`src/hdl/dcache_macros.svh`:
```
// Cache geometry and bus widths, included by the RTL and the testbench wherever sizes are needed
`ifndef DCACHE_MACROS_SVH
`define DCACHE_MACROS_SVH

// ====================
// Geometry
// ====================

// Ways per set
`define DC_WAYS 4

// Sets in the cache, indexed by the low word address bits
`define DC_SETS 4

// ====================
// Bus widths
// ====================

// Word address width on both the CPU and the memory side
`define DC_AW 10
// Data word width
`define DC_DW 32

`endif

```
`src/hdl/mem_req_pkg.sv`:
```
// Memory request codes and controller state encoding, referenced by scoped name in the cache RTL
`default_nettype none

package mem_req_pkg;

	// Request function code as issued by the load/store unit
	typedef logic [6:0] func_t;

	localparam func_t MR_LOAD  = 7'h00;
	localparam func_t MR_STORE = 7'h01;
	// Move-store variant, handled exactly like a plain store
	localparam func_t MR_MOVST = 7'h02;

	// One-hot state encoding of the access state machine
	typedef enum logic [6:0] {
		IDLE       = 7'b000_0001,
		LOOKUP     = 7'b000_0010,
		MEMORY_REQ = 7'b000_0100,
		MEMORY_ACK = 7'b000_1000,
		FILL       = 7'b001_0000,
		REFILL     = 7'b010_0000,
		DONE       = 7'b100_0000
	} state_t;

endpackage

`default_nettype wire

```
`src/hdl/dcache_pkg.sv`:
```
// Cache structure types (way, set, tag and tag entry) derived from the geometry macros
`default_nettype none

`include "dcache_macros.svh"

package dcache_pkg;

	// Way index within a set
	typedef logic [$clog2(`DC_WAYS)-1:0] way_t;

	// Set index, taken from the low bits of the word address
	typedef logic [$clog2(`DC_SETS)-1:0] set_t;

	// Tag, the address bits above the set index
	typedef logic [`DC_AW-$clog2(`DC_SETS)-1:0] tag_t;

	// One tag array entry
	// The valid bit sits on top so a cleared entry reads as invalid
	typedef struct packed {
		logic valid;
		tag_t tag;
	} tag_entry_t;

endpackage

`default_nettype wire

```
`src/hdl/dcache_way_if.sv`:
```
// Way selection bundle between the cache controller and the write-way selector
`default_nettype none

interface dcache_way_if;

	// Controller state and the request code being served
	mem_req_pkg::state_t state;
	mem_req_pkg::func_t  func;

	// Lookup result registered at the end of LOOKUP
	logic             hit;
	dcache_pkg::way_t rway;

	// Registered memory acknowledge, high only in MEMORY_ACK
	logic ack;

	// Refill strobe, high for the single FILL cycle
	logic             wr_dc;
	dcache_pkg::way_t lfsr;

	// Way that the next array write goes to
	dcache_pkg::way_t wway;

	modport ctrl (
		output state, func, hit, rway, ack, wr_dc, lfsr,
		input  wway
	);

	modport selector (
		input  state, func, hit, rway, ack, wr_dc, lfsr,
		output wway
	);

endinterface

`default_nettype wire

```
`src/hdl/dcache_way_array.sv`:
```
// Per-set, per-way storage with one write port and a combinational read of all ways in a set
`default_nettype none

`include "dcache_macros.svh"

module dcache_way_array #(
	parameter type entry_t = logic
) (
	input  logic             clk,
	input  logic             rst,
	input  dcache_pkg::set_t set,
	input  logic             wr,
	input  dcache_pkg::way_t wr_way,
	input  entry_t           wr_entry,
	output entry_t           rd_entries [`DC_WAYS]
);

	// Storage is indexed by set first, then by way
	entry_t mem [`DC_SETS][`DC_WAYS];

	// ====================
	// Write port
	// ====================

	// Clearing on reset matters for the tag instance since it drops every valid bit
	always_ff @(posedge clk, posedge rst) begin
		if (rst) begin
			for (int s = 0; s < `DC_SETS; s++) begin
				for (int w = 0; w < `DC_WAYS; w++) begin
					mem[s][w] <= '0;
				end
			end
		end else if (wr) begin
			mem[set][wr_way] <= wr_entry;
		end
	end

	// ====================
	// Read port
	// ====================

	// Every way of the addressed set is presented at once for the tag compare
	for (genvar w = 0; w < `DC_WAYS; w++) begin : g_rd
		assign rd_entries[w] = mem[set][w];
	end

endmodule

`default_nettype wire

```
`src/hdl/dcache_way_select.sv`:
```
// Write-way register that steers every tag and data array write of the cache
`default_nettype none

module dcache_way_select (
	input logic      clk,
	input logic      rst,
	dcache_way_if.selector way
);

	logic store_op;

	// The move-store code is only an alias of the store
	assign store_op = (way.func == mem_req_pkg::MR_STORE) ||
		(way.func == mem_req_pkg::MR_MOVST);

	// ====================
	// Write way register
	// ====================

	// The controller does not qualify any of this and simply writes at wway
	// in the cycle after it changes
	always_ff @(posedge clk, posedge rst) begin
		if (rst) begin
			// Way zero is the starting point after reset
			way.wway <= '0;
		end else begin
			case (way.state)
				// A store hit that memory has acknowledged updates the way it hit
				mem_req_pkg::MEMORY_ACK: begin
					if (way.hit && store_op && way.ack) begin
						way.wway <= way.rway;
					end
				end
				default: ;
			endcase
			// A refill goes to the replacement way
			// This is checked last so it wins over the hit way
			if (way.wr_dc) begin
				way.wway <= way.lfsr;
			end
		end
	end

endmodule

`default_nettype wire

```
`src/hdl/dcache_ctrl.sv`:
```
// Cache access controller with tag compare, replacement LFSR and memory and CPU handshakes
`default_nettype none

`include "dcache_macros.svh"

module dcache_ctrl (
	input  logic                        clk,
	input  logic                        rst,
	input  logic                        dce,
	// CPU side
	input  logic                        req,
	input  mem_req_pkg::func_t          func,
	input  logic [`DC_AW-1:0]           addr,
	input  logic [`DC_DW-1:0]           wdata,
	output logic                        done,
	output logic [`DC_DW-1:0]           rdata,
	output logic                        hit,
	// Memory side
	output logic                        mem_req,
	output logic                        mem_we,
	output logic [`DC_AW-1:0]           mem_addr,
	output logic [`DC_DW-1:0]           mem_wdata,
	input  logic                        mem_ack,
	input  logic [`DC_DW-1:0]           mem_rdata,
	// Way selection
	dcache_way_if.ctrl                  way,
	// Arrays
	input  dcache_pkg::tag_entry_t      tag_rd [`DC_WAYS],
	input  logic [`DC_DW-1:0]           dat_rd [`DC_WAYS],
	output dcache_pkg::set_t            arr_set,
	output logic                        tag_wr,
	output logic                        dat_wr,
	output dcache_pkg::tag_entry_t      tag_wr_entry,
	output logic [`DC_DW-1:0]           dat_wr_entry
);

	mem_req_pkg::state_t state;
	mem_req_pkg::func_t  func_q;
	logic [`DC_AW-1:0]   addr_q;
	logic [`DC_DW-1:0]   wdata_q;
	dcache_pkg::tag_t    addr_tag;
	logic                store_op;
	logic                hit_c;
	dcache_pkg::way_t    rway_c;
	logic                hit_q;
	dcache_pkg::way_t    rway_q;
	logic                ack_q;
	logic [7:0]          lfsr_q;

	assign arr_set  = dcache_pkg::set_t'(addr_q);
	assign addr_tag = addr_q[`DC_AW-1:$bits(dcache_pkg::set_t)];
	assign store_op = (func_q == mem_req_pkg::MR_STORE) || (func_q == mem_req_pkg::MR_MOVST);

	// ====================
	// Tag compare
	// ====================

	// Nothing hits while the cache is turned off
	always_comb begin
		hit_c  = 1'b0;
		rway_c = '0;
		for (int i = 0; i < `DC_WAYS; i++) begin
			if (dce && tag_rd[i].valid && (tag_rd[i].tag == addr_tag)) begin
				hit_c  = 1'b1;
				rway_c = dcache_pkg::way_t'(i);
			end
		end
	end

	// ====================
	// State machine
	// ====================

	always_ff @(posedge clk, posedge rst) begin
		if (rst) begin
			state   <= mem_req_pkg::IDLE;
			mem_req <= 1'b0;
			ack_q   <= 1'b0;
			hit_q   <= 1'b0;
			rway_q  <= '0;
			lfsr_q  <= '0;
		end else begin
			// XNOR feedback keeps the all-zero reset value inside the sequence
			lfsr_q  <= {lfsr_q[6:0], ~^{lfsr_q[7], lfsr_q[5], lfsr_q[4], lfsr_q[3]}};
			mem_req <= 1'b0;
			ack_q   <= 1'b0;
			case (state)
				mem_req_pkg::IDLE:
					if (req) state <= mem_req_pkg::LOOKUP;
				mem_req_pkg::LOOKUP: begin
					hit_q  <= hit_c;
					rway_q <= rway_c;
					// A load hit answers straight away, everything else goes to memory
					if (hit_c && !store_op) begin
						state <= mem_req_pkg::DONE;
					end else begin
						mem_req <= 1'b1;
						state   <= mem_req_pkg::MEMORY_REQ;
					end
				end
				mem_req_pkg::MEMORY_REQ:
					if (mem_ack) begin
						ack_q <= 1'b1;
						state <= mem_req_pkg::MEMORY_ACK;
					end
				mem_req_pkg::MEMORY_ACK:
					if (store_op && hit_q)
						state <= mem_req_pkg::REFILL;
					else if (!store_op && dce)
						state <= mem_req_pkg::FILL;
					else
						state <= mem_req_pkg::DONE;
				// Gives the selector one edge to load the LFSR way
				mem_req_pkg::FILL:   state <= mem_req_pkg::REFILL;
				mem_req_pkg::REFILL: state <= mem_req_pkg::DONE;
				default:             state <= mem_req_pkg::IDLE;
			endcase
		end
	end

	// Request and response payload, qualified by the state machine
	always_ff @(posedge clk) begin
		if ((state == mem_req_pkg::IDLE) && req) begin
			func_q  <= func;
			addr_q  <= addr;
			wdata_q <= wdata;
		end
		if (state == mem_req_pkg::LOOKUP) begin
			rdata     <= dat_rd[rway_c];
			mem_we    <= store_op;
			mem_addr  <= addr_q;
			mem_wdata <= wdata_q;
		end
		if ((state == mem_req_pkg::MEMORY_REQ) && mem_ack && !store_op) rdata <= mem_rdata;
	end

	// ====================
	// Outputs
	// ====================

	assign done = (state == mem_req_pkg::DONE);
	assign hit  = hit_q;

	// REFILL writes at wway, the store data on a store hit or the fetched word on a load
	assign dat_wr       = (state == mem_req_pkg::REFILL);
	assign tag_wr       = (state == mem_req_pkg::REFILL) && !store_op;
	assign dat_wr_entry = store_op ? wdata_q : rdata;
	assign tag_wr_entry = '{valid: 1'b1, tag: addr_tag};

	assign way.state = state;
	assign way.func  = func_q;
	assign way.hit   = hit_q;
	assign way.rway  = rway_q;
	assign way.ack   = ack_q;
	assign way.wr_dc = (state == mem_req_pkg::FILL);
	assign way.lfsr  = dcache_pkg::way_t'(lfsr_q);

endmodule

`default_nettype wire

```
`src/hdl/dcache_top.sv`:
```
// Data cache top level tying the controller, way selector and tag and data arrays to plain ports
`default_nettype none

`include "dcache_macros.svh"

module dcache_top (
	input  logic               clk,
	input  logic               rst,
	input  logic               dce,
	input  logic               req,
	input  mem_req_pkg::func_t func,
	input  logic [`DC_AW-1:0]  addr,
	input  logic [`DC_DW-1:0]  wdata,
	output logic               done,
	output logic [`DC_DW-1:0]  rdata,
	output logic               hit,
	output logic               mem_req,
	output logic               mem_we,
	output logic [`DC_AW-1:0]  mem_addr,
	output logic [`DC_DW-1:0]  mem_wdata,
	input  logic               mem_ack,
	input  logic [`DC_DW-1:0]  mem_rdata
);

	dcache_pkg::tag_entry_t tag_rd [`DC_WAYS];
	logic [`DC_DW-1:0]      dat_rd [`DC_WAYS];
	dcache_pkg::set_t       arr_set;
	logic                   tag_wr;
	logic                   dat_wr;
	dcache_pkg::tag_entry_t tag_wr_entry;
	logic [`DC_DW-1:0]      dat_wr_entry;

	dcache_way_if way_if_i ();

	dcache_ctrl dcache_ctrl_i (
		.clk, .rst, .dce, .req, .func, .addr, .wdata, .done, .rdata, .hit,
		.mem_req, .mem_we, .mem_addr, .mem_wdata, .mem_ack, .mem_rdata,
		.way(way_if_i.ctrl),
		.tag_rd, .dat_rd, .arr_set, .tag_wr, .dat_wr, .tag_wr_entry, .dat_wr_entry
	);

	dcache_way_select dcache_way_select_i (.clk, .rst, .way(way_if_i.selector));

	// Both arrays share the set index and the write way
	dcache_way_array #(.entry_t(dcache_pkg::tag_entry_t)) tag_array (
		.clk, .rst, .set(arr_set), .wr(tag_wr), .wr_way(way_if_i.wway),
		.wr_entry(tag_wr_entry), .rd_entries(tag_rd)
	);

	dcache_way_array #(.entry_t(logic [`DC_DW-1:0])) data_array (
		.clk, .rst, .set(arr_set), .wr(dat_wr), .wr_way(way_if_i.wway),
		.wr_entry(dat_wr_entry), .rd_entries(dat_rd)
	);

endmodule

`default_nettype wire

```
`config.mk`:
```
export PLATFORM = sky130hd
export DESIGN_NAME = dcache_top
export DESIGN_NICKNAME = d
export VERILOG_FILES = /design/src/hdl/mem_req_pkg.sv /design/src/hdl/dcache_pkg.sv /design/src/hdl/dcache_way_if.sv /design/src/hdl/dcache_way_array.sv /design/src/hdl/dcache_way_select.sv /design/src/hdl/dcache_ctrl.sv /design/src/hdl/dcache_top.sv
export VERILOG_INCLUDE_DIRS = /design/src /design/src/hdl
export SDC_FILE = /design/constraint.sdc
export NUM_CORES = 2
export LEC_CHECK = 0
export BUFFER_PORTS_ARGS = -buffer_cell sky130_fd_sc_hd__buf_4
export CAP_MARGIN = 20
export CORE_MARGIN = 3
export CORE_UTILIZATION = 25
export CTS_BUF_LIST = sky130_fd_sc_hd__clkbuf_16
export DETAILED_ROUTE_END_ITERATION = 10
export GPL_TIMING_DRIVEN = 1
export PLACE_DENSITY = 0.48
export SKIP_LAST_GASP = 1
export SLEW_MARGIN = 20
export SYNTH_ARGS = -nofsm -noshare
export SYNTH_HDL_FRONTEND = slang
export SYNTH_HIERARCHICAL = 1
export SYNTH_SLANG_ARGS = --single-unit
```
`constraint.sdc`:
```
create_clock -name clk -period 39 [get_ports clk]
set_clock_uncertainty 0.1 [all_clocks]
set_input_delay 3.9 -clock clk [delete_from_list [all_inputs] [get_ports clk]]
set_output_delay 3.9 -clock clk [all_outputs]
set_load 0.01 [all_outputs]
```
==> summary.md <==
| Metric | Value |
|---|---|
| DRT Pass-1 Iters | 5 |
| Commonest non-fill, non-tap cell in the layout | mux2_2 |
| Min Clock Period, post-route | 6.557 ns |
| First-pass GRT wire length | 151900 um |
| Routability cong. | about 0.7 |
| Clock latency on the worst-skew pair | 0.70 ns |
| Post-CTS setup buffers | 0 |
| Power Density | approximately 48 nW/um^2 |
| Post-Syn Area | between 30000 and 40000 sq um |
| Worst Setup End Kind | output pin |
| GRT overflow | 0 |
| Crit-path cells | nor2_1 -> nand3b_1 -> nor3b_1 -> buf_4 |
| Final Hold Fails | 0 |
| Layout cells sized above 1 | 0.5432 |
| Cts repair resizes | 0 |
| Number of remaining DRC errors | 0 |
| Post-synth EDFFs | 124 |
| Hold Path Class | reg2reg |
| Fin crit share | 0.1681 |
| #FFs+latches synth | between 800 and 900 |
| Max incr delay on CP | 0.70 ns |
| Synthesis-to-finish area growth | 17.51% |
| Worst endpoint required time | 35.00 ns |
| TritonCTS Buffers | 97 |
| CTS tree | yes |
| # rows | around 140 |
| Peak supply drop | 0.04393 mV |
| Die area | between 100000 and 150000 sq um |
| # nets final | 2377 |
| Pre-CTS WS | 31.90 ns |
| Post-route setup slack | roughly 32 ns |
| CP max stage cell | nor3b_1 |
| Placeable Area | 141800 sq um |
| Final Slew Violations | 0 |
| Fmax | 152.5 MHz |
| Antenna viol nets, final | 0 |
| DR vias/cell | between 4 and 5 |
| # port buffers | 163 |
| Worst-Margin Slew | 0.9903 ns |
| Post-Syn Nets | approximately 2200 |
| CTS root buffer | clkbuf_16 |
| Avg Cell Area, Syn | about 17 sq um |
| Max-cap violations | 0 |
| FFs w/ async S/R, synth | 0.8454 |
| Final setup vio count | 0 |
| Family with the most delay on the worst path | simple AND/OR/NAND/NOR gates |
| Total track usage | 0.1390 |
| Setup CP Type | reg2out |
| WL final | 102300 um |
| Clock Tree Buf Depth | 3 |
| Dpl hpwl | 58980 um |
| Leak | 19.36 nW |
| Clock Sinks | 802 |
| Chip Width | slightly below 400 um |
| Total negative slack | 0 ns |
| # IOs | about 160 |
| Starting Density | 0.2521 |
| Setup repair after global routing missed its margin | false |
| Post-synthesis sequential area ratio | 0.5789 |
| Fill count | ~14000 |
| Clk slew on worst S/H paths | 0.06 ns |
| Placed insts | just over 4000 |
| Most frequent cells in the layout | 679 x mux2_2, 677 x dfrtp_1, 198 x buf_4, 164 x mux4_2, 124 x edfxtp_1 |
| CTS Hold Bufs | 0 |
| Final core utilization | 0.2963 |
| CP startpoint kind | register |
| Gate Count Post-Synth | between 2000 and 2500 |
| Synth unique cells | 57 |
| Pin count of the biggest net entering global routing | 206 |
| CP max FO | 8 |
| Height of the die | 384.1 um |
| Non-filler cells, final | between 4000 and 5000 |
| H-tree levels | 3 |
| Initial antenna violation count | 7 |
| Vias in the first global route | 22330 |
| DR WL/cell | 23.95 um |
| Via count | 19690 |
| Outcome | complete, no violations |
| Relative slew slack | 0.3398 |
| WP data arrival | approximately 2.6 ns |
| Main synth FF type | dfrtp_1 |
| WP buf/inv | 1 |
| Starting DRC count in detailed routing | 1132 |
| Syn. warnings | 6 |
[per-stage QoR]
step | hold WS (ns) | total power [mW] | cell area (sq um)
global route | 0.2736 | 2.121 | 41990
finish | 0.2630 | 2.026 | 42000
global placement | 0.2394 | 1.164 | 38840
detailed placement | 0.2434 | 1.169 | 38840
CTS | 0.2685 | 2.070 | 41950
floorplan | 0.2312 | 1.059 | 35740
[cell families after synthesis]
family,share of synthesized area
other,0.0001049
buffers and inverters,0.02818
and+or+nand+nor,0.02986
AOI/OAI and AO/OA,0.01988
DFF,0.5789
muxes,0.3337
xor gates and xnor gates,0.009312
[per-layer routing]
layer,GRT usage,vias to the layer above,wire length [um],share of wire
met4,0.04233,0,3162,0.031
met1,0.1761,10780,43740,0.43
met2,0.2367,363,50840,0.50
met3,0.02977,173,4519,0.044
met5,0,-,0,0
li1,-,8371,-,-
[where the power goes]
group | total (mW) | internal (mW) | switching, mW
logic | 0.228 | 0.0727 | 0.155
registers | 0.917 | 0.890 | 0.0269
clock network | 0.881 | 0.508 | 0.373
[registers in the layout (all words and copies together) (netlist names)]
signal / flops
dcache_ctrl_i/addr_q: 10
dcache_ctrl_i/way.state: 7
dcache_ctrl_i/way.ack: 1
dcache_ctrl_i/mem_wdata: 32
dcache_ctrl_i/hit: 1
dcache_ctrl_i/mem_we: 1
dcache_way_select_i/way.wway: 2
tag_array/mem: 144
dcache_ctrl_i/rdata: 32
dcache_ctrl_i/way.func: 7
dcache_ctrl_i/mem_addr: 10
dcache_ctrl_i/way.rway: 2
dcache_ctrl_i/mem_req: 1
data_array/mem: 512
dcache_ctrl_i/lfsr_q: 8
dcache_ctrl_i/wdata_q: 32
[area by class of cell]
class	instances	area, sq um	area share
Inverter	7	45.04	0.001072
Timing Repair Buffer	205	1608	0.03828
Multi-Input combinational cell	1178	14180	0.3375
Clock inverter	84	628.1	0.01495
Tap cell	1890	2365	0.05630
Sequential cell	802	20690	0.4926
Antenna cell	4	10.01	0.0002383
Clock buffer	99	2477	0.05898
[Yosys cell counts, types with 3 or more instances]
library cell | number | area, sq um
a21oi_1 | 35 | 175.2
a221oi_1 | 4 | 35.03
a221oi_2 | 28 | 420.4
and3_1 | 39 | 244.0
buf_1 | 3 | 11.26
buf_2 | 53 | 265.3
buf_4 | 43 | 322.8
buf_6 | 15 | 168.9
clkbuf_1 | 54 | 202.7
dfrtp_1 | 677 | 16940
edfxtp_1 | 124 | 3724
inv_1 | 7 | 26.28
mux2_1 | 14 | 157.7
mux2_2 | 679 | 7646
mux2_4 | 28 | 420.4
mux4_2 | 164 | 3694
nand2_1 | 8 | 30.03
nand2b_1 | 11 | 68.82
nand3_1 | 10 | 50.05
nand3b_1 | 8 | 60.06
nor2_1 | 53 | 198.9
nor2_2 | 7 | 43.79
nor2_4 | 4 | 45.04
nor3_1 | 4 | 20.02
nor4b_1 | 3 | 26.28
o21ai_0 | 6 | 30.03
xnor2_1 | 18 | 157.7
xor2_1 | 20 | 175.2
[worst paths after layout]
path / slack (ns) / depth (start not counted) / to / startpoint
max: 32.44 / 4 / done / dcache_ctrl_i/way.state[3]
min: 0.26 / 0 / dcache_ctrl_i/lfsr_q[7] / dcache_ctrl_i/lfsr_q[6]
max reg2reg: 33.63 / 11 / dcache_ctrl_i/rdata[6] / dcache_ctrl_i/addr_q[0]
min reg2reg: 0.26 / 0 / dcache_ctrl_i/lfsr_q[7] / dcache_ctrl_i/lfsr_q[6]
max in group asynchronous: 33.85 / 4 / data_array/mem[466] / rst
min in group asynchronous: 3.06 / 2 / dcache_way_select_i/way.wway[0] / rst
[worst reg2reg max path, cell delays in order, from the launching register on]
cell	delay (ns)
edfxtp_1	0.32
buf_4	0.53
buf_12	0.69
mux4_2	0.64
xor2_1	0.16
nor4_1	0.73
and3b_2	0.33
buf_4	0.49
nor2_4	0.25
buf_4	0.40
a221oi_2	0.34
a21oi_1	0.09
Power figures use the tool's default switching activity.
